### config.mk
export PLATFORM = sky130hd
export DESIGN_NAME = fetchStage
export DESIGN_NICKNAME = d
export VERILOG_FILES = /design/src/procIsaPkg.sv /design/src/procPipePkg.sv /design/src/fetchStage.sv
export SDC_FILE = /design/constraint.sdc
export NUM_CORES = 2
export LEC_CHECK = 0
export BUFFER_PORTS_ARGS = -buffer_cell sky130_fd_sc_hd__buf_2
export CAP_MARGIN = 20
export CORE_MARGIN = 4
export CORE_UTILIZATION = 62
export DETAILED_ROUTE_END_ITERATION = 7
export PLACE_DENSITY_LB_ADDON = 0.12
export SLEW_MARGIN = 20
export SYNTH_ARGS = -nofsm -noshare
export SYNTH_HDL_FRONTEND = slang
export SYNTH_SLANG_ARGS = --single-unit
### constraint.sdc
create_clock -name clk -period 6.4 [get_ports clk]
set_clock_uncertainty 0.2 [all_clocks]
set_input_delay 1.6 -clock clk [delete_from_list [all_inputs] [get_ports clk]]
set_output_delay 1.6 -clock clk [all_outputs]
set_load 0.02 [all_outputs]
### src/procIsaPkg.sv
/*
 * Instruction set of the 16-bit pipelined processor: widths, opcodes,
 * field positions and memory sizes. Stages refer to it by scoped names.
 */
package procIsaPkg;

   localparam int WORD_W = 16;
   localparam int REG_COUNT = 8;
   localparam int IMEM_DEPTH = 256;
   localparam int DMEM_DEPTH = 256;

   // Instruction field positions
   localparam int OP_HI = 15;
   localparam int OP_LO = 12;
   localparam int RD_HI = 11;
   localparam int RD_LO = 9;
   localparam int RS_HI = 8;
   localparam int RS_LO = 6;
   localparam int RT_HI = 5;
   localparam int RT_LO = 3;
   localparam int IMM6_HI = 5;
   localparam int IMM8_HI = 7;

   typedef logic [WORD_W-1:0] word;
   typedef logic [2:0] regIdx;
   typedef logic [7:0] pcAddr;
   typedef logic [7:0] dataAddr;

   // Top four bits of the instruction where codes 10 to 15 are illegal
   typedef enum logic [3:0] {
      ADD  = 4'd0,
      SUB  = 4'd1,
      AND  = 4'd2,
      XOR  = 4'd3,
      ADDI = 4'd4,
      LI   = 4'd5,
      LD   = 4'd6,
      ST   = 4'd7,
      BEQZ = 4'd8,
      HALT = 4'd9
   } opcode;

   // ADD, SUB, AND, XOR:  rd = rs op rt
   // ADDI:                rd = rs + simm6
   // LI:                  rd = zext(imm8)
   // LD:                  rd = dmem[rs + simm6]
   // ST:                  dmem[rs + simm6] = reg in rd field
   // BEQZ:                if rs == 0, pc = pc + 1 + simm6
   // HALT:                stop fetching and drain

endpackage
### src/procPipePkg.sv
/*
 * Stage-to-stage records of the pipeline plus the forwarding and
 * redirect types. Each stage registers one of these structs.
 */
package procPipePkg;

   typedef struct packed {
      logic               valid;
      procIsaPkg::word    instr;
      procIsaPkg::pcAddr  nextPc;
   } fetchOut;

   typedef struct packed {
      logic               valid;
      procIsaPkg::opcode  op;
      procIsaPkg::regIdx  rd;
      procIsaPkg::regIdx  rs;
      // Second source which is the data register for ST
      procIsaPkg::regIdx  rt;
      procIsaPkg::word    rsVal;
      procIsaPkg::word    rtVal;
      procIsaPkg::word    imm;
      procIsaPkg::pcAddr  nextPc;
      logic               wrEn;
   } decodeOut;

   typedef struct packed {
      logic               valid;
      procIsaPkg::opcode  op;
      procIsaPkg::regIdx  rd;
      logic               wrEn;
      procIsaPkg::word    result;
      procIsaPkg::word    storeData;
   } executeOut;

   typedef struct packed {
      logic               valid;
      procIsaPkg::regIdx  rd;
      logic               wrEn;
      procIsaPkg::word    data;
      logic               halt;
   } retireOut;

   // A result offered by a later stage when wrEn is high
   typedef struct packed {
      logic               wrEn;
      procIsaPkg::regIdx  rd;
      procIsaPkg::word    value;
   } bypass;

   typedef struct packed {
      logic               taken;
      procIsaPkg::pcAddr  target;
   } redirect;

   // Newer bypass wins over older one before the register value
   function automatic procIsaPkg::word pickOperand(
      input procIsaPkg::regIdx idx,
      input procIsaPkg::word   regVal,
      input bypass             newer,
      input bypass             older
   );
      if (newer.wrEn && newer.rd == idx) return newer.value;
      if (older.wrEn && older.rd == idx) return older.value;
      return regVal;
   endfunction

endpackage

### src/fetchStage.sv
/*
 * Fetch stage: PC, instruction memory with its program load port and the
 * fetch-to-decode register. Holds on stall, jumps on a redirect and stops
 * for good once a HALT reaches decode.
 */
`timescale 1ns/1ps
`default_nettype none
module fetchStage (
   input  wire                      clk,
   input  wire                      reset,
   input  wire                      progWrite,
   input  procIsaPkg::pcAddr        progAddr,
   input  procIsaPkg::word          progData,
   input  wire                      stall,
   input  procPipePkg::redirect     redirect,
   output procPipePkg::fetchOut     fetchOut
);

   procIsaPkg::word   imem [procIsaPkg::IMEM_DEPTH];
   procIsaPkg::pcAddr pc;
   logic              haltSeen;
   logic              haltInDecode;
   logic              freeze;

   // Loaded by the testbench while reset is held
   always_ff @(posedge clk) begin
      if (progWrite) begin
         imem[progAddr] <= progData;
      end
   end

   assign haltInDecode = fetchOut.valid &&
      (procIsaPkg::opcode'(fetchOut.instr[procIsaPkg::OP_HI:procIsaPkg::OP_LO]) ==
       procIsaPkg::HALT);

   // Nothing younger than a HALT is ever fetched
   assign freeze = haltSeen || haltInDecode;

   always_ff @(posedge clk) begin
      if (reset) begin
         pc <= '0;
         haltSeen <= 1'b0;
         fetchOut.valid <= 1'b0;
      end else if (redirect.taken) begin
         // Taken branch kills whatever sits in decode
         pc <= redirect.target;
         fetchOut.valid <= 1'b0;
      end else if (!stall) begin
         if (freeze) begin
            fetchOut.valid <= 1'b0;
         end else begin
            fetchOut.valid <= 1'b1;
            fetchOut.instr <= imem[pc];
            fetchOut.nextPc <= pc + 1'b1;
            pc <= pc + 1'b1;
         end
         if (haltInDecode) begin
            haltSeen <= 1'b1;
         end
      end
   end

endmodule
`default_nettype wire

==> reports/metrics.csv <==
metric;value;unit
Synth cell types;50;
CP dominant cell by count;buf_12;
CTS sink count;4130;
post-DP HPWL;245000;um
Initial DRT Pass Iterations;6;
r2r setup slk;1500;ps
Final Slew Violations;0;
mapped cell area;159000;um^2
crit path time final;4900;ps
Longest Clk Path Bufs;4;
Power Density;317;nW/um^2
I/O pins;62;
Worst Tran Pin Value;1200;ps
critical path class;reg2reg;
gr usage total;31.1;%
DRT Wirelength;409000;um
required time of the critical path;6980;ps
vias in the first global route;77529;
final-report hold violation count;0;
CTS tree;done;
Crit. End Element;flip-flop;
dpl cell area;165000;um^2
register area share after synthesis;78.1;%
largest net degree at the start of global routing;175;
Overflow after GRT;0;
ys flop type;edfxtp_1;
CP Data Arrival Time;5480;ps
total CTS buffers;413;
Die X;514;um
RSZ-0062 raised after global routing;no;
core footprint;254000;um^2
Tcrit/Tclk final;76.5;%
peak supply drop;0.326;mV
status;completed;
Initial Util;62.4;%
Max-slew headroom;20.1;%
CTS resizes;0;
Synth area leader;edfxtp_1;
Die ar.;264000;um^2
RePlAce Congestion;0.968;
M3 GR Usage;5.92;%
FF+latch count, synth;4130;
Worst path slowest cell;dfxtp_4;
drt via density;6.95;
root buffer cell;clkbuf_16;
Synth warnings;0;
Nets;7772;
Min-Delay Path Depth;2;
Syn Nets;7318;
vias;79476;
initial antenna violation count;21;
Design Area, Final;178000;um^2
Layout area overhead;12.0;%
setup bufs post-CTS;0;
Clock transition at path regs;60;ps
DRC;0;
Crit path buffers/inverters;3;
remaining antenna violation count;0;
post-layout worst setup margin;1500;ps
setup TNS;0;ps
Post-synth EDFFs;4120;
H-tree levels;5;
synth cell count leaders;edfxtp_1 (4120), mux4_2 (832), mux2i_1 (484);
HP Class;reg2reg;
synth top area cells;edfxtp_1 (78%), mux4_2 (12%), mux2i_1 (3.1%);
row count;185;
fraction of layout cells with a size suffix above 1;24.4;%
# Max-Cap Violations;0;
clk_lat worst skew;980;ps
top-count cell post-synth;edfxtp_1;
crit path cell chain;buf_12, buf_12, buf_4, mux2i_1, o221ai_1, a21oi_1, nor4_1, nand3_1, nor4_2;
CTS Hold Bufs;0;
startpoint type of the worst setup path;flip-flop;
share of the synthesized area in the top cell type;78.0;%
worst slack, placed;1550;ps
Max Clock Freq;204;MHz
WL/cell;35.8;um
Detailed Route Iter0 Violations;11900;
syn avg cell area;21.8;um^2
Crit Path Max Fanout;46;
first-pass GRT wire length;582000;um
final cell count without fillers;11429;
Crit. path cell count;9;
Most Crowded Layer GR;met2;
Pleak;54.7;nW
M2 GR Usage;47.0;%
GR met1 Demand/Resource;46.1;%
FFs w/ async S/R, synth;0;%
port bufs;61;
final setup violation count;0;
die height;514;um
Final Util;69.8;%
Post-Synthesis Cells;7280;
CP delay by family, top;simple AND/OR/NAND/NOR gates;
crit-path max cell delay;860;ps
dpl cells;10684;
number of cells on the worst reg-to-reg path;9;
-- final timing paths --
kind	from	endpoint
max	pc[0]	fetchOut[13]
min	haltSeen	haltSeen
min reg2reg	haltSeen	haltSeen
max reg2reg	pc[0]	fetchOut[13]
-- routing by layer --
metal / wire length, um / up-vias
li1: - / 31947
met3: 43500 / 808
met1: 154000 / 41828
met4: 19100 / 6
met5: 40 / -
met2: 193000 / 4887
-- placed cells by master (no fill, tap or decap), types with 16 or more instances in the layout --
| master | instances |
|---|---|
| buf_8 | 16 |
| clkinv_1 | 90 |
| nor3_1 | 97 |
| a21oi_1 | 180 |
| nor4_1 | 16 |
| a22o_1 | 32 |
| a221oi_1 | 32 |
| nand2_1 | 28 |
| buf_2 | 45 |
| o211ai_1 | 16 |
| o21ai_0 | 96 |
| o22ai_1 | 80 |
| nor2_1 | 244 |
| bufinv_16 | 39 |
| buf_4 | 381 |
| nor2_2 | 37 |
| clkbuf_16 | 418 |
| diode_2 | 16 |
| a22oi_1 | 64 |
| nand3_1 | 33 |
| clkbuf_1 | 82 |
| a221o_1 | 16 |
| or4_1 | 16 |
| mux4_2 | 832 |
| nor4_2 | 17 |
| o221ai_1 | 256 |
| buf_12 | 39 |
| mux2i_1 | 484 |
| o22a_1 | 32 |
| clkinv_2 | 78 |
| o32ai_1 | 16 |
| edfxtp_1 | 4120 |
-- cell families after synthesis --
logic type / Yosys count / share of synthesized area [%]
AND/OR/NAND/NOR: 545 / 1.64
multiplexers: 1316 / 14.9
AO/OA/AOI/OAI: 824 / 3.71
adder cells (fa/ha/maj): 1 / 0.00789
buffers and inverters: 451 / 1.60
XOR/XNOR: 13 / 0.0718
flip-flops: 4130 / 78.1
-- power by group --
part	internal (mW)	switching [mW]	total [mW]
logic	1.16	2.07	3.23
registers	29.8	0.0629	29.9
clock network	13.5	9.78	23.3
total	44.5	11.9	56.4
-- stage by stage --
step	hold WS (ps)	total power, mW
after floorplan	281	32.3
after global placement	308	33.6
after detailed placement	321	33.7
after CTS	329	56.6
after global routing	367	57.9
final	326	56.4
-- tightest hold or removal path: cells and delay by family (launching register included) --
family / cells / cell delay, ps
flip-flops: 1 / 330
AND/OR/NAND/NOR: 2 / 150
-- flip-flops by register name, indices dropped and copies added, names as in the netlist --
| signal | count |
|---|---|
| fetchOut | 25 |
| haltSeen | 1 |
| imem | 4096 |
| pc | 8 |
-- area by class of cell --
| type | count | area (um^2) |
|---|---|---|
| sequential | 4130 | 124000 |
| fill | 15165 | 76700 |
| multi-input combinational | 2699 | 32400 |
| clock buffer | 500 | 10800 |
| tap | 3366 | 4210 |
| timing repair buffer | 485 | 4150 |
| clock inverter | 228 | 2110 |
| antenna | 16 | 40.0 |
| inverter | 5 | 22.5 |
No activity file was read; power rests on OpenSTA's default activity.
