<file path="config.mk">
export PLATFORM = sky130hd
export DESIGN_NAME = memoryStage
export DESIGN_NICKNAME = d
export VERILOG_FILES = /design/src/procIsaPkg.sv /design/src/procPipePkg.sv /design/src/memoryStage.sv
export SDC_FILE = /design/constraint.sdc
export NUM_CORES = 2
export LEC_CHECK = 0
export BUFFER_PORTS_ARGS = -buffer_cell sky130_fd_sc_hd__buf_2
export CELL_PAD_IN_SITES_DETAIL_PLACEMENT = 1
export CELL_PAD_IN_SITES_GLOBAL_PLACEMENT = 2
export CORE_MARGIN = 3
export CORE_UTILIZATION = 50
export DETAILED_ROUTE_END_ITERATION = 8
export PLACE_DENSITY_LB_ADDON = 0.12
export SLEW_MARGIN = 20
export SYNTH_ARGS = -nofsm -noshare
export SYNTH_HDL_FRONTEND = slang
export SYNTH_SLANG_ARGS = --single-unit
</file>
<file path="constraint.sdc">
create_clock -name clk -period 8.1 [get_ports clk]
set_clock_uncertainty 0.05 [all_clocks]
set_input_delay 0.81 -clock clk [delete_from_list [all_inputs] [get_ports clk]]
set_output_delay 0.81 -clock clk [all_outputs]
set_load 0.1 [all_outputs]
</file>
<file path="src/procIsaPkg.sv">
/*
 * Instruction set of the 16-bit pipelined processor: widths, opcodes,
 * field positions and memory sizes. Stages refer to it by scoped names.
 */
package procIsaPkg;

   localparam int WORD_W = 16;
   localparam int REG_COUNT = 8;
   localparam int IMEM_DEPTH = 256;
   localparam int DMEM_DEPTH = 256;

   // Instruction field positions
   localparam int OP_HI = 15;
   localparam int OP_LO = 12;
   localparam int RD_HI = 11;
   localparam int RD_LO = 9;
   localparam int RS_HI = 8;
   localparam int RS_LO = 6;
   localparam int RT_HI = 5;
   localparam int RT_LO = 3;
   localparam int IMM6_HI = 5;
   localparam int IMM8_HI = 7;

   typedef logic [WORD_W-1:0] word;
   typedef logic [2:0] regIdx;
   typedef logic [7:0] pcAddr;
   typedef logic [7:0] dataAddr;

   // Top four bits of the instruction where codes 10 to 15 are illegal
   typedef enum logic [3:0] {
      ADD  = 4'd0,
      SUB  = 4'd1,
      AND  = 4'd2,
      XOR  = 4'd3,
      ADDI = 4'd4,
      LI   = 4'd5,
      LD   = 4'd6,
      ST   = 4'd7,
      BEQZ = 4'd8,
      HALT = 4'd9
   } opcode;

   // ADD, SUB, AND, XOR:  rd = rs op rt
   // ADDI:                rd = rs + simm6
   // LI:                  rd = zext(imm8)
   // LD:                  rd = dmem[rs + simm6]
   // ST:                  dmem[rs + simm6] = reg in rd field
   // BEQZ:                if rs == 0, pc = pc + 1 + simm6
   // HALT:                stop fetching and drain

endpackage
</file>
<file path="src/procPipePkg.sv">
/*
 * Stage-to-stage records of the pipeline plus the forwarding and
 * redirect types. Each stage registers one of these structs.
 */
package procPipePkg;

   typedef struct packed {
      logic               valid;
      procIsaPkg::word    instr;
      procIsaPkg::pcAddr  nextPc;
   } fetchOut;

   typedef struct packed {
      logic               valid;
      procIsaPkg::opcode  op;
      procIsaPkg::regIdx  rd;
      procIsaPkg::regIdx  rs;
      // Second source which is the data register for ST
      procIsaPkg::regIdx  rt;
      procIsaPkg::word    rsVal;
      procIsaPkg::word    rtVal;
      procIsaPkg::word    imm;
      procIsaPkg::pcAddr  nextPc;
      logic               wrEn;
   } decodeOut;

   typedef struct packed {
      logic               valid;
      procIsaPkg::opcode  op;
      procIsaPkg::regIdx  rd;
      logic               wrEn;
      procIsaPkg::word    result;
      procIsaPkg::word    storeData;
   } executeOut;

   typedef struct packed {
      logic               valid;
      procIsaPkg::regIdx  rd;
      logic               wrEn;
      procIsaPkg::word    data;
      logic               halt;
   } retireOut;

   // A result offered by a later stage when wrEn is high
   typedef struct packed {
      logic               wrEn;
      procIsaPkg::regIdx  rd;
      procIsaPkg::word    value;
   } bypass;

   typedef struct packed {
      logic               taken;
      procIsaPkg::pcAddr  target;
   } redirect;

   // Newer bypass wins over older one before the register value
   function automatic procIsaPkg::word pickOperand(
      input procIsaPkg::regIdx idx,
      input procIsaPkg::word   regVal,
      input bypass             newer,
      input bypass             older
   );
      if (newer.wrEn && newer.rd == idx) return newer.value;
      if (older.wrEn && older.rd == idx) return older.value;
      return regVal;
   endfunction

endpackage

</file>
<file path="src/memoryStage.sv">
/*
 * Memory stage: data memory, writeback data selection and the
 * memory-to-writeback register. Raises halted once a HALT is registered.
 */
`timescale 1ns/1ps
`default_nettype none
module memoryStage (
   input  wire                      clk,
   input  wire                      reset,
   input  procPipePkg::executeOut   executeOut,
   output procPipePkg::retireOut    retireOut,
   output procPipePkg::bypass       memBypass,
   output logic                     halted
);

   procIsaPkg::word     dmem [procIsaPkg::DMEM_DEPTH];
   procIsaPkg::dataAddr addr;
   procIsaPkg::word     wbData;
   logic                isLoad;
   logic                haltLatch;

   assign addr   = executeOut.result[7:0];
   assign isLoad = executeOut.op == procIsaPkg::LD;
   assign wbData = isLoad ? dmem[addr] : executeOut.result;

   always_ff @(posedge clk) begin
      if (executeOut.valid && executeOut.op == procIsaPkg::ST) begin
         dmem[addr] <= executeOut.storeData;
      end
   end

   // Load data reaches execute only through the writeback bypass
   assign memBypass = '{wrEn: executeOut.valid && executeOut.wrEn && !isLoad,
                        rd: executeOut.rd, value: executeOut.result};

   always_ff @(posedge clk) begin
      if (reset) begin
         retireOut.valid <= 1'b0;
         retireOut.wrEn <= 1'b0;
         retireOut.halt <= 1'b0;
         haltLatch <= 1'b0;
      end else begin
         retireOut.valid <= executeOut.valid;
         retireOut.wrEn <= executeOut.valid && executeOut.wrEn;
         retireOut.halt <= executeOut.valid && executeOut.op == procIsaPkg::HALT;
         if (retireOut.valid && retireOut.halt) begin
            haltLatch <= 1'b1;
         end
      end
   end

   always_ff @(posedge clk) begin
      retireOut.rd   <= executeOut.rd;
      retireOut.data <= wbData;
   end

   assign halted = haltLatch || (retireOut.valid && retireOut.halt);

endmodule
`default_nettype wire

</file>
==> impl_results.md <==
* Outcome: completed
* Fin crit period at 4.79 ns
* Gr ovfl total at 0
* R2R Path Start: dmem[4][0]$_DFFE_PP_
* Effective utilization at floorplan at 0.505
* # H-tree levels at 5
* Fin util at 0.572
* Max Slew Vio Count at 0
* Fmax at 209 MHz
* Place WS at between 2 and 2.5 ns
* Final net count at about 7500
* Slew @ Worst Pin at roughly 1.3 ns
* Post-synthesis cell type count at just over 60
* Initial antenna violation count at 39
* RSZ-0062 raised after global routing: false
* Vias after detailed routing at a little under 80000
* Final worst setup slack at 3.31 ns
* Routed length per instance at a little over 40 um
* Global-route wire length before repair at 673 mm
* Crit. End Element: flop
* Detailed Routing Iterations Pass 1 at 6
* Final critical-path share of the clock period at 0.591
* Hold_ws at 0.0996 ns
* Peak supply drop at around 0.25 mV
* Synthesis-stage register bit count at 4119
* Critical Path End: retireOut[4]$_DFF_P_
* CTS tree: yes
* Endpoint arrival time on the critical path at 5.55 ns
* EDFF count, synth at 4096
* CTS root buf: clkbuf_16
* Largest net degree at the start of global routing at roughly 170
* Core Area at around 310000 um^2
* Req. time, crit path at ~8.9 ns
* Die area at 323000 um^2
* Syn Area/Cell at between 20 and 25 um^2
* Vias in the first global route at 80400
* Synth Cell Area at 158000 um^2
* GRT Util Overall at 0.301
* Post-DP HPWL at ~290 mm
* Seq. cell area at 123000 um^2
* CP startpoint: executeOut[21]
* RePlAce Congestion at 0.876
* Setup TNS at 0 ns
* Num CTS Buffers at 425
* Max Cap Violations at 0
* Top Ports at 86
* Max Root-Sink Buffers at 4
* Static leakage at 0.0560 uW
* Post-DR vias/cell at about 6.6
* Async SR Flop Fraction at 0
* Critical R2R Capture: retireOut[1]$_DFF_P_
* Area of the multi-input gates at 32800 um^2
* Die Y at 568 um
* Worst-path clk slew at 0.06 ns
* Rows at 205
* Crit-path cells: buf_4, inv_2, buf_4, nand3_1, o22ai_1, nor3_1, o21ai_0, a211oi_1, a31oi_1
* CP max stage delay at 0.88 ns
* Fraction of layout cells with a size suffix above 1 at 0.291
* Routed WL at 487 mm
* Flop2flop setup slack at ~4.6 ns
* DR iter-0 viols at 11800
* Top cell by count, worst path: buf_4
* Register area share after synthesis at 0.781
* Synth Net Count at 7000
* Critical path's slowest cell: a211oi_1
* Ys flop type: edfxtp_1
* IO buf count at 85
* Post-DRT Antenna Nets at 0
* DRC Markers at 0
* Slew headroom at 0.150
* Final Hold Vio Count at 0
* Power Dens Cells at around 250 nW/um^2
* Setup Viol. Count Final at 0
* Sink Count at slightly above 4000
* Setup repair bufs after CTS at 0
* Worst skew pair latency at about 1 ns
* Area grow syn2layout at 13.3%
* Die X at 568 um
* Crit-path max FO at 37
* Filler cells at 25800
* Crit Path Category: primary input to flop
* Yosys warning total at 0
* Syn Inst Count at between 6000 and 7000
* Post-CTS sizing at 0
* Crit start category: primary input
* R2R cell count at 6
* Type of the worst min-delay path: primary input to flop
* Power, Total at 45100 uW
[timing repair]
action                                  4_1_cts  5_1_grt
endpoints found under the setup margin        0        0
hold buffers                                  5        0
hold endpoints to repair                      6        0
[cell usage in the layout (no fill, tap or decap), types with 25 or more instances in the layout]
cell,instances
nor2_1,197
a22oi_1,152
nor3_1,31
buf_2,65
clkbuf_16,431
nand3_1,45
a21oi_1,64
nor2_4,31
clkbuf_1,87
o21ai_0,32
mux2i_1,251
clkinv_1,116
nor2_2,76
nand2_1,127
bufinv_16,38
mux4_2,1031
buf_12,27
a22o_1,25
clkinv_2,73
buf_4,351
edfxtp_1,4096
o22ai_1,71
[flip-flops by register name (all words and copies together), names as in the netlist]
signal,count
retireOut,22
haltLatch,1
dmem,4096
[cells by family after synthesis]
logic type      share of synthesized area
compound gates                     0.0219
simple gates                       0.0171
flops                               0.781
mux                                 0.164
buf+inv                            0.0155
[worst max-delay path, delay by kind of cell]
family                 cells  cell delay (ns)
AOI/OAI and AO/OA          4             1.61
and+or+nand+nor            2             1.49
buffers and inverters      3             1.45
[area by class of cell]
type,count,share of cell area
Clock buffer,520,0.0622
Clock inverter,263,0.0141
Timing Repair Buffer,477,0.0222
Multi-Input combinational cell,2417,0.183
Inverter,7,0.000189
Tap cell,4140,0.0289
Antenna cell,13,0.000182
Sequential cell,4119,0.689
[layer usage]
layer | vias up | track usage | wire length, um
met5 | - | 0 | 53
met4 | 10 | 0.119 | 22000
met3 | 774 | 0.0561 | 43700
met2 | 4114 | 0.474 | 233000
met1 | 43400 | 0.422 | 189000
li1 | 30700 | - | -
[worst min-delay path by stage]
stage                     slack, ns  cells after the start                   start                       end
after floorplan                0.70                      4   dmem[63][2]$_DFFE_PP_      retireOut[3]$_DFF_P_
after global routing           0.06                      3          executeOut[40]  retireOut[17]$_SDFF_PP0_
after detailed placement       0.50                      2  haltLatch$_SDFFE_PP0P_    haltLatch$_SDFFE_PP0P_
after global placement         0.47                      2  haltLatch$_SDFFE_PP0P_    haltLatch$_SDFFE_PP0P_
final                           0.1                      3          executeOut[40]  retireOut[17]$_SDFF_PP0_
after CTS                      0.02                      3          executeOut[40]  retireOut[17]$_SDFF_PP0_
[cell usage after synthesis (4+ instances only)]
library cell	n	area share
nor3_1	43	0.0014
buf_1	22	0.00052
nand3_1	50	0.0016
nor2_1	304	0.0072
o211ai_1	7	0.00033
buf_4	85	0.0040
and3_1	14	0.00055
o21ai_0	32	0.0010
a41oi_1	8	0.00044
nor2b_1	13	0.00051
buf_6	53	0.0038
mux2_2	21	0.0015
mux4_2	1031	0.15
o22ai_1	71	0.0028
o221ai_1	9	0.00050
nand4_1	14	0.00055
inv_1	4	0.000095
edfxtp_1	4096	0.78
o31ai_1	7	0.00033
clkbuf_1	150	0.0036
nor4_1	8	0.00032
a22o_1	25	0.0014
a21oi_1	65	0.0021
o311ai_0	4	0.00022
or2_2	6	0.00024
or4_1	4	0.00019
or3_1	6	0.00024
buf_2	102	0.0032
and2_1	11	0.00044
nand2_1	139	0.0033
a211oi_1	25	0.0012
dfxtp_1	23	0.0029
o2111ai_1	6	0.00033
mux2i_1	251	0.016
o32ai_1	4	0.00022
a31oi_1	18	0.00071
a32oi_1	6	0.00033
a311oi_1	4	0.00022
a22oi_1	152	0.0072
a221oi_1	20	0.0011
o22a_1	7	0.00039
[power breakdown]
part	switching (uW)	internal, uW	total [uW]
clock network	8290	11000	19300
registers	22.5	23400	23500
logic	1640	710	2350
total	9950	35200	45100
[metrics by stage]
| step | std cells | cell area (um^2) |
|---|---|---|
| floorplan | 6957 | 158000 |
| global placement | 11100 | 165000 |
| detailed placement | 11200 | 165000 |
| CTS | 11900 | 179000 |
| global route | 11900 | 179000 |
| finish | 12000 | 179000 |
(Power assumes the default switching activity.)
