[src/procIsaPkg.sv]
/*
 * Instruction set of the 16-bit pipelined processor: widths, opcodes,
 * field positions and memory sizes. Stages refer to it by scoped names.
 */
package procIsaPkg;

   localparam int WORD_W = 16;
   localparam int REG_COUNT = 8;
   localparam int IMEM_DEPTH = 256;
   localparam int DMEM_DEPTH = 256;

   // Instruction field positions
   localparam int OP_HI = 15;
   localparam int OP_LO = 12;
   localparam int RD_HI = 11;
   localparam int RD_LO = 9;
   localparam int RS_HI = 8;
   localparam int RS_LO = 6;
   localparam int RT_HI = 5;
   localparam int RT_LO = 3;
   localparam int IMM6_HI = 5;
   localparam int IMM8_HI = 7;

   typedef logic [WORD_W-1:0] word;
   typedef logic [2:0] regIdx;
   typedef logic [7:0] pcAddr;
   typedef logic [7:0] dataAddr;

   // Top four bits of the instruction where codes 10 to 15 are illegal
   typedef enum logic [3:0] {
      ADD  = 4'd0,
      SUB  = 4'd1,
      AND  = 4'd2,
      XOR  = 4'd3,
      ADDI = 4'd4,
      LI   = 4'd5,
      LD   = 4'd6,
      ST   = 4'd7,
      BEQZ = 4'd8,
      HALT = 4'd9
   } opcode;

   // ADD, SUB, AND, XOR:  rd = rs op rt
   // ADDI:                rd = rs + simm6
   // LI:                  rd = zext(imm8)
   // LD:                  rd = dmem[rs + simm6]
   // ST:                  dmem[rs + simm6] = reg in rd field
   // BEQZ:                if rs == 0, pc = pc + 1 + simm6
   // HALT:                stop fetching and drain

endpackage
[src/procPipePkg.sv]
/*
 * Stage-to-stage records of the pipeline plus the forwarding and
 * redirect types. Each stage registers one of these structs.
 */
package procPipePkg;

   typedef struct packed {
      logic               valid;
      procIsaPkg::word    instr;
      procIsaPkg::pcAddr  nextPc;
   } fetchOut;

   typedef struct packed {
      logic               valid;
      procIsaPkg::opcode  op;
      procIsaPkg::regIdx  rd;
      procIsaPkg::regIdx  rs;
      // Second source which is the data register for ST
      procIsaPkg::regIdx  rt;
      procIsaPkg::word    rsVal;
      procIsaPkg::word    rtVal;
      procIsaPkg::word    imm;
      procIsaPkg::pcAddr  nextPc;
      logic               wrEn;
   } decodeOut;

   typedef struct packed {
      logic               valid;
      procIsaPkg::opcode  op;
      procIsaPkg::regIdx  rd;
      logic               wrEn;
      procIsaPkg::word    result;
      procIsaPkg::word    storeData;
   } executeOut;

   typedef struct packed {
      logic               valid;
      procIsaPkg::regIdx  rd;
      logic               wrEn;
      procIsaPkg::word    data;
      logic               halt;
   } retireOut;

   // A result offered by a later stage when wrEn is high
   typedef struct packed {
      logic               wrEn;
      procIsaPkg::regIdx  rd;
      procIsaPkg::word    value;
   } bypass;

   typedef struct packed {
      logic               taken;
      procIsaPkg::pcAddr  target;
   } redirect;

   // Newer bypass wins over older one before the register value
   function automatic procIsaPkg::word pickOperand(
      input procIsaPkg::regIdx idx,
      input procIsaPkg::word   regVal,
      input bypass             newer,
      input bypass             older
   );
      if (newer.wrEn && newer.rd == idx) return newer.value;
      if (older.wrEn && older.rd == idx) return older.value;
      return regVal;
   endfunction

endpackage

[src/executeStage.sv]
/*
 * Execute stage: operand forwarding from memory and writeback, the ALU,
 * BEQZ resolution with redirect, and the execute-to-memory register.
 */
`timescale 1ns/1ps
`default_nettype none
module executeStage (
   input  wire                      clk,
   input  wire                      reset,
   input  procPipePkg::decodeOut    decodeOut,
   input  procPipePkg::bypass       memBypass,
   input  procPipePkg::bypass       wbBypass,
   output procPipePkg::executeOut   executeOut,
   output procPipePkg::redirect     redirect
);

   procIsaPkg::word opA;
   procIsaPkg::word opB;
   procIsaPkg::word result;

   // Memory stage holds the newer result
   assign opA = procPipePkg::pickOperand(decodeOut.rs, decodeOut.rsVal, memBypass, wbBypass);
   assign opB = procPipePkg::pickOperand(decodeOut.rt, decodeOut.rtVal, memBypass, wbBypass);

   always_comb begin
      case (decodeOut.op)
         procIsaPkg::ADD:  result = opA + opB;
         procIsaPkg::SUB:  result = opA - opB;
         procIsaPkg::AND:  result = opA & opB;
         procIsaPkg::XOR:  result = opA ^ opB;
         // Address for LD and ST
         procIsaPkg::ADDI, procIsaPkg::LD, procIsaPkg::ST: result = opA + decodeOut.imm;
         procIsaPkg::LI:   result = decodeOut.imm;
         default:          result = '0;
      endcase
   end

   // Branch target is relative to the next PC and wraps in the 8-bit space
   assign redirect.taken  = decodeOut.valid && decodeOut.op == procIsaPkg::BEQZ && opA == '0;
   assign redirect.target = decodeOut.nextPc + decodeOut.imm[7:0];

   always_ff @(posedge clk) begin
      if (reset) begin
         executeOut.valid <= 1'b0;
      end else begin
         executeOut.valid <= decodeOut.valid;
      end
   end

   always_ff @(posedge clk) begin
      executeOut.op        <= decodeOut.op;
      executeOut.rd        <= decodeOut.rd;
      executeOut.wrEn      <= decodeOut.wrEn;
      executeOut.result    <= result;
      executeOut.storeData <= opB;
   end

endmodule
`default_nettype wire

[config.mk]
export PLATFORM = sky130hd
export DESIGN_NAME = executeStage
export DESIGN_NICKNAME = d
export VERILOG_FILES = /design/src/procIsaPkg.sv /design/src/procPipePkg.sv /design/src/executeStage.sv
export SDC_FILE = /design/constraint.sdc
export NUM_CORES = 1
export LEC_CHECK = 0
export ABC_AREA = 1
export ABC_CLOCK_PERIOD_IN_PS = 4270
export BUFFER_PORTS_ARGS = -buffer_cell sky130_fd_sc_hd__buf_2
export CELL_PAD_IN_SITES_DETAIL_PLACEMENT = 0
export CELL_PAD_IN_SITES_GLOBAL_PLACEMENT = 1
export CORE_MARGIN = 2
export CORE_UTILIZATION = 25
export CTS_BUF_LIST = sky130_fd_sc_hd__clkbuf_2
export CTS_CLUSTER_SIZE = 20
export DETAILED_ROUTE_END_ITERATION = 8
export HOLD_SLACK_MARGIN = 0.05
export PLACE_DENSITY = 0.7
export SLEW_MARGIN = 20
export SYNTH_ARGS = -nofsm -noshare
export SYNTH_HDL_FRONTEND = slang
export SYNTH_SLANG_ARGS = --single-unit
[constraint.sdc]
create_clock -name clk -period 4.27 [get_ports clk]
set_clock_uncertainty 0.2 [all_clocks]
set_input_delay 0.427 -clock clk [delete_from_list [all_inputs] [get_ports clk]]
set_output_delay 0.427 -clock clk [all_outputs]
set_load 0.05 [all_outputs]
==> summary.md <==
| Metric | Value |
|---|---|
| Max Fclk | `0.259 GHz` |
| Die Y | `around 130 µm` |
| Layout area overhead | `34.7%` |
| Crit-path max FO | `9` |
| Fin crit share | `90.4%` |
| Synth Area in Adders | `about an eighth` |
| CTS Sinks | `between 40 and 50` |
| Final WL | `15.5 mm` |
| Drt initial violations | `278` |
| Initial antenna violation count | `1` |
| Max-slew headroom | `64.5%` |
| Setup TNS | `0 ns` |
| Root Buffer | `clkbuf_2` |
| Final net count | `1,011` |
| Setup WS post-layout | `0.411 ns` |
| Max-capacitance violation count | `0` |
| Largest family of logic cells by synthesized area | `simple AND/OR/NAND/NOR gates` |
| Largest net degree at the start of global routing | `29` |
| GR peak layer | `met2` |
| Layout fillers | `1,849` |
| Pwr Density | `295 mW/mm²` |
| PortBufs | `162` |
| Hold Violations, Final | `0` |
| Met1 usage | `23.7%` |
| Mapped Avg Cell Area | `6.38 µm²` |
| Number of global-route vias before repair | `4,576` |
| FF+latch count, synth | `41` |
| Post-synth ARST share | `0%` |
| Leakage | `between 2 and 3 nW` |
| DR vias | `a little under 5,000` |
| IO Count | `163` |
| Met2 Use GR | `27.3%` |
| Crit end category | `flip-flop` |
| Most used DFF post-synth | `dfxtp_1` |
| Gr ovfl total | `0` |
| Clk buf depth | `2` |
| Warnings, synthesis | `0` |
| Crit path DAT | `4.06 ns` |
| H-tree levels | `2` |
| Mapped Cells | `658` |
| Compound-gate portion of the synthesized area | `16.2%` |
| Overall routing resource usage | `17.1%` |
| Die W | `134 µm` |
| Routed Antenna Nets | `0` |
| Sequential element share of the synthesized area | `about a fifth` |
| Setup Fix Bufs, Post-CTS | `0` |
| Synth Area in XOR/XNOR | `2.50%` |
| Syn Nets | `811` |
| Number of flip-flops in the largest register | `41` |
| Wirelength per Cell | `14.3 µm` |
| Initial Util | `25.4%` |
| Multiplexer share of the synthesized area | `0%` |
| Layout cells sized above 1 | `29.6%` |
| Unrepaired setup endpoints after global routing | `false` |
| Vias per cell | `4.56` |
| Setup CP Type | `primary input to flip-flop` |
| Simple-Gate Fraction of Synth Area | `38.7%` |
| Row cnt | `47` |
| CTS tree | `built` |
| Top Registers | `executeOut (41)` |
| Worst ir drop on vdd | `0.121 mV` |
| Total Die Area | `approximately 0.018 mm²` |
| CP Launch Type | `primary input` |
| CP Data Required Time | `~4.5 ns` |
| Final worst path period need | `3.86 ns` |
| Outcome | `complete, no violations` |
| Final setup fails | `0` |
| DP HPWL | `roughly 13 mm` |
| Reg with most FFs | `executeOut` |
| Post-Place Worst Slack | `0.112 ns` |
| DRC Markers | `0` |
| Global-route wire length before repair | `24.1 mm` |
| Post-synth cell types | `45` |
| Mapped Area | `0.00420 mm²` |
| Clock-pin slew of the registers on the worst-case setup and hold paths | `around 0.25 ns` |
| Core area | `0.0165 mm²` |
| First-pass DRT Iterations | `7` |
| Worst Tran Pin Value | `0.530 ns` |
| Pins Over Slew Limit | `0` |
| GP Congestion | `0.883` |
| CTS buffer count | `5` |
| Hold/Removal Path Class | `primary input to flip-flop` |
| Met3 usage | `2.82%` |
| EDFF count, synth | `0` |
[placed cells by master, fill, tap and decap left out, types with 8 or more instances in the layout]
cell type	count
dlygate4sd3_1	15
a21oi_1	29
nand2_2	13
dfxtp_1	41
xor2_1	9
nand3b_1	8
o21ai_1	8
o21ai_0	20
nand3_1	46
a31oi_1	17
buf_4	33
nand2_1	175
nor2_4	9
ha_1	38
inv_1	88
nor2_1	54
buf_2	162
nor3_1	8
[logic make-up (layout without fill, tap and decap cells)]
family / count (synthesis) / in the layout
xor gates and xnor gates: 12 / 12
other: 0 / 1
adders and majority gates: 40 / 40
AOI/OAI and AO/OA: 109 / 109
and+or+nand+nor: 345 / 345
buffers and inverters: 111 / 312
DFF: 41 / 41
[path summary, 6_finish.rpt]
path / from / endpoint / slack, ns / cells after the start
max: decodeOut[66] / executeOut[28]$_DFF_P_ / 0.41 / 21
min: memBypass[13] / executeOut[13]$_DFF_P_ / 0.07 / 3
[cells in the mapped netlist (5+ instances only)]
library cell	n	share of area, %
dfxtp_1	41	20
or2_2	6	0.89
nor2_4	9	2.4
o211ai_1	6	1.1
nand3b_1	8	1.4
inv_2	6	0.54
nand3_2	6	1.4
xor2_1	9	1.9
nand4_1	6	0.89
o21ai_0	21	2.5
nand2_1	175	16
nor3_1	8	0.95
o22ai_1	5	0.74
o2111ai_1	5	1.0
nand3_1	46	5.5
ha_1	38	11
a31oi_1	17	2.5
inv_1	88	7.9
o21ai_1	7	0.83
nor2_1	56	5.0
nand2_2	13	1.9
a21oi_1	29	3.5
clkbuf_1	10	0.89
[where the power goes]
part | internal [mW] | switching (mW) | leakage, nW
sequential | 0.434 | 0.0115 | 0.344
combinational | 0.315 | 0.666 | 2.60
clock | 0.0997 | 0.146 | 0.0406
total | 0.848 | 0.823 | 2.98
[worst max-delay path, cell delays in order]
cell	delay, ns
dlygate4sd3_1	0.52
buf_2	0.12
inv_1	0.06
nor2_1	0.15
nor2_2	0.11
buf_4	0.18
inv_1	0.21
o221ai_1	0.21
fa_1	0.46
nand2_1	0.10
nand2_1	0.07
a21oi_1	0.15
or2_2	0.14
nand2_1	0.05
a21oi_1	0.26
o21ai_1	0.15
a31oi_1	0.26
o21ai_0	0.16
nand2_1	0.08
nand2_1	0.04
o21ai_0	0.14
[final cells by class]
cell class / instances / area, µm² / share of cell area, %
antenna: 1 / 2.50 / 0.0442
clock buffer: 6 / 30.0 / 0.531
clock inverter: 2 / 33.8 / 0.597
inverter: 94 / 353 / 6.24
multi-input combinational: 506 / 2930 / 51.8
sequential: 41 / 821 / 14.5
tap: 220 / 275 / 4.87
timing repair buffer: 210 / 1210 / 21.4
[metal layers]
metal / vias up / share of wire (%)
met5: - / 0
met4: 0 / 1.8
met3: 18 / 6.6
met2: 196 / 44
met1: 2138 / 48
li1: 2577 / -
[what timing repair did]
item,4_1_cts,5_1_grt
hold buffers,15,0
setup endpoints to repair,0,2
endpoints found under the hold margin,14,0
resized for setup,0,3
[per-stage QoR]
step	power (mW)	hold slack [ns]	utilization, %	instances	cell area [µm²]
after floorplan	1.13	0.255	-	658	4200
after global routing	1.79	0.0721	34.2	1080	5660
after CTS	1.69	0.0544	34.2	1079	5650
after global placement	1.42	0.329	32.9	1056	5440
final	1.67	0.0740	34.2	1080	5660
after detailed placement	1.42	0.331	32.9	1056	5440
(Power assumes the default switching activity.)
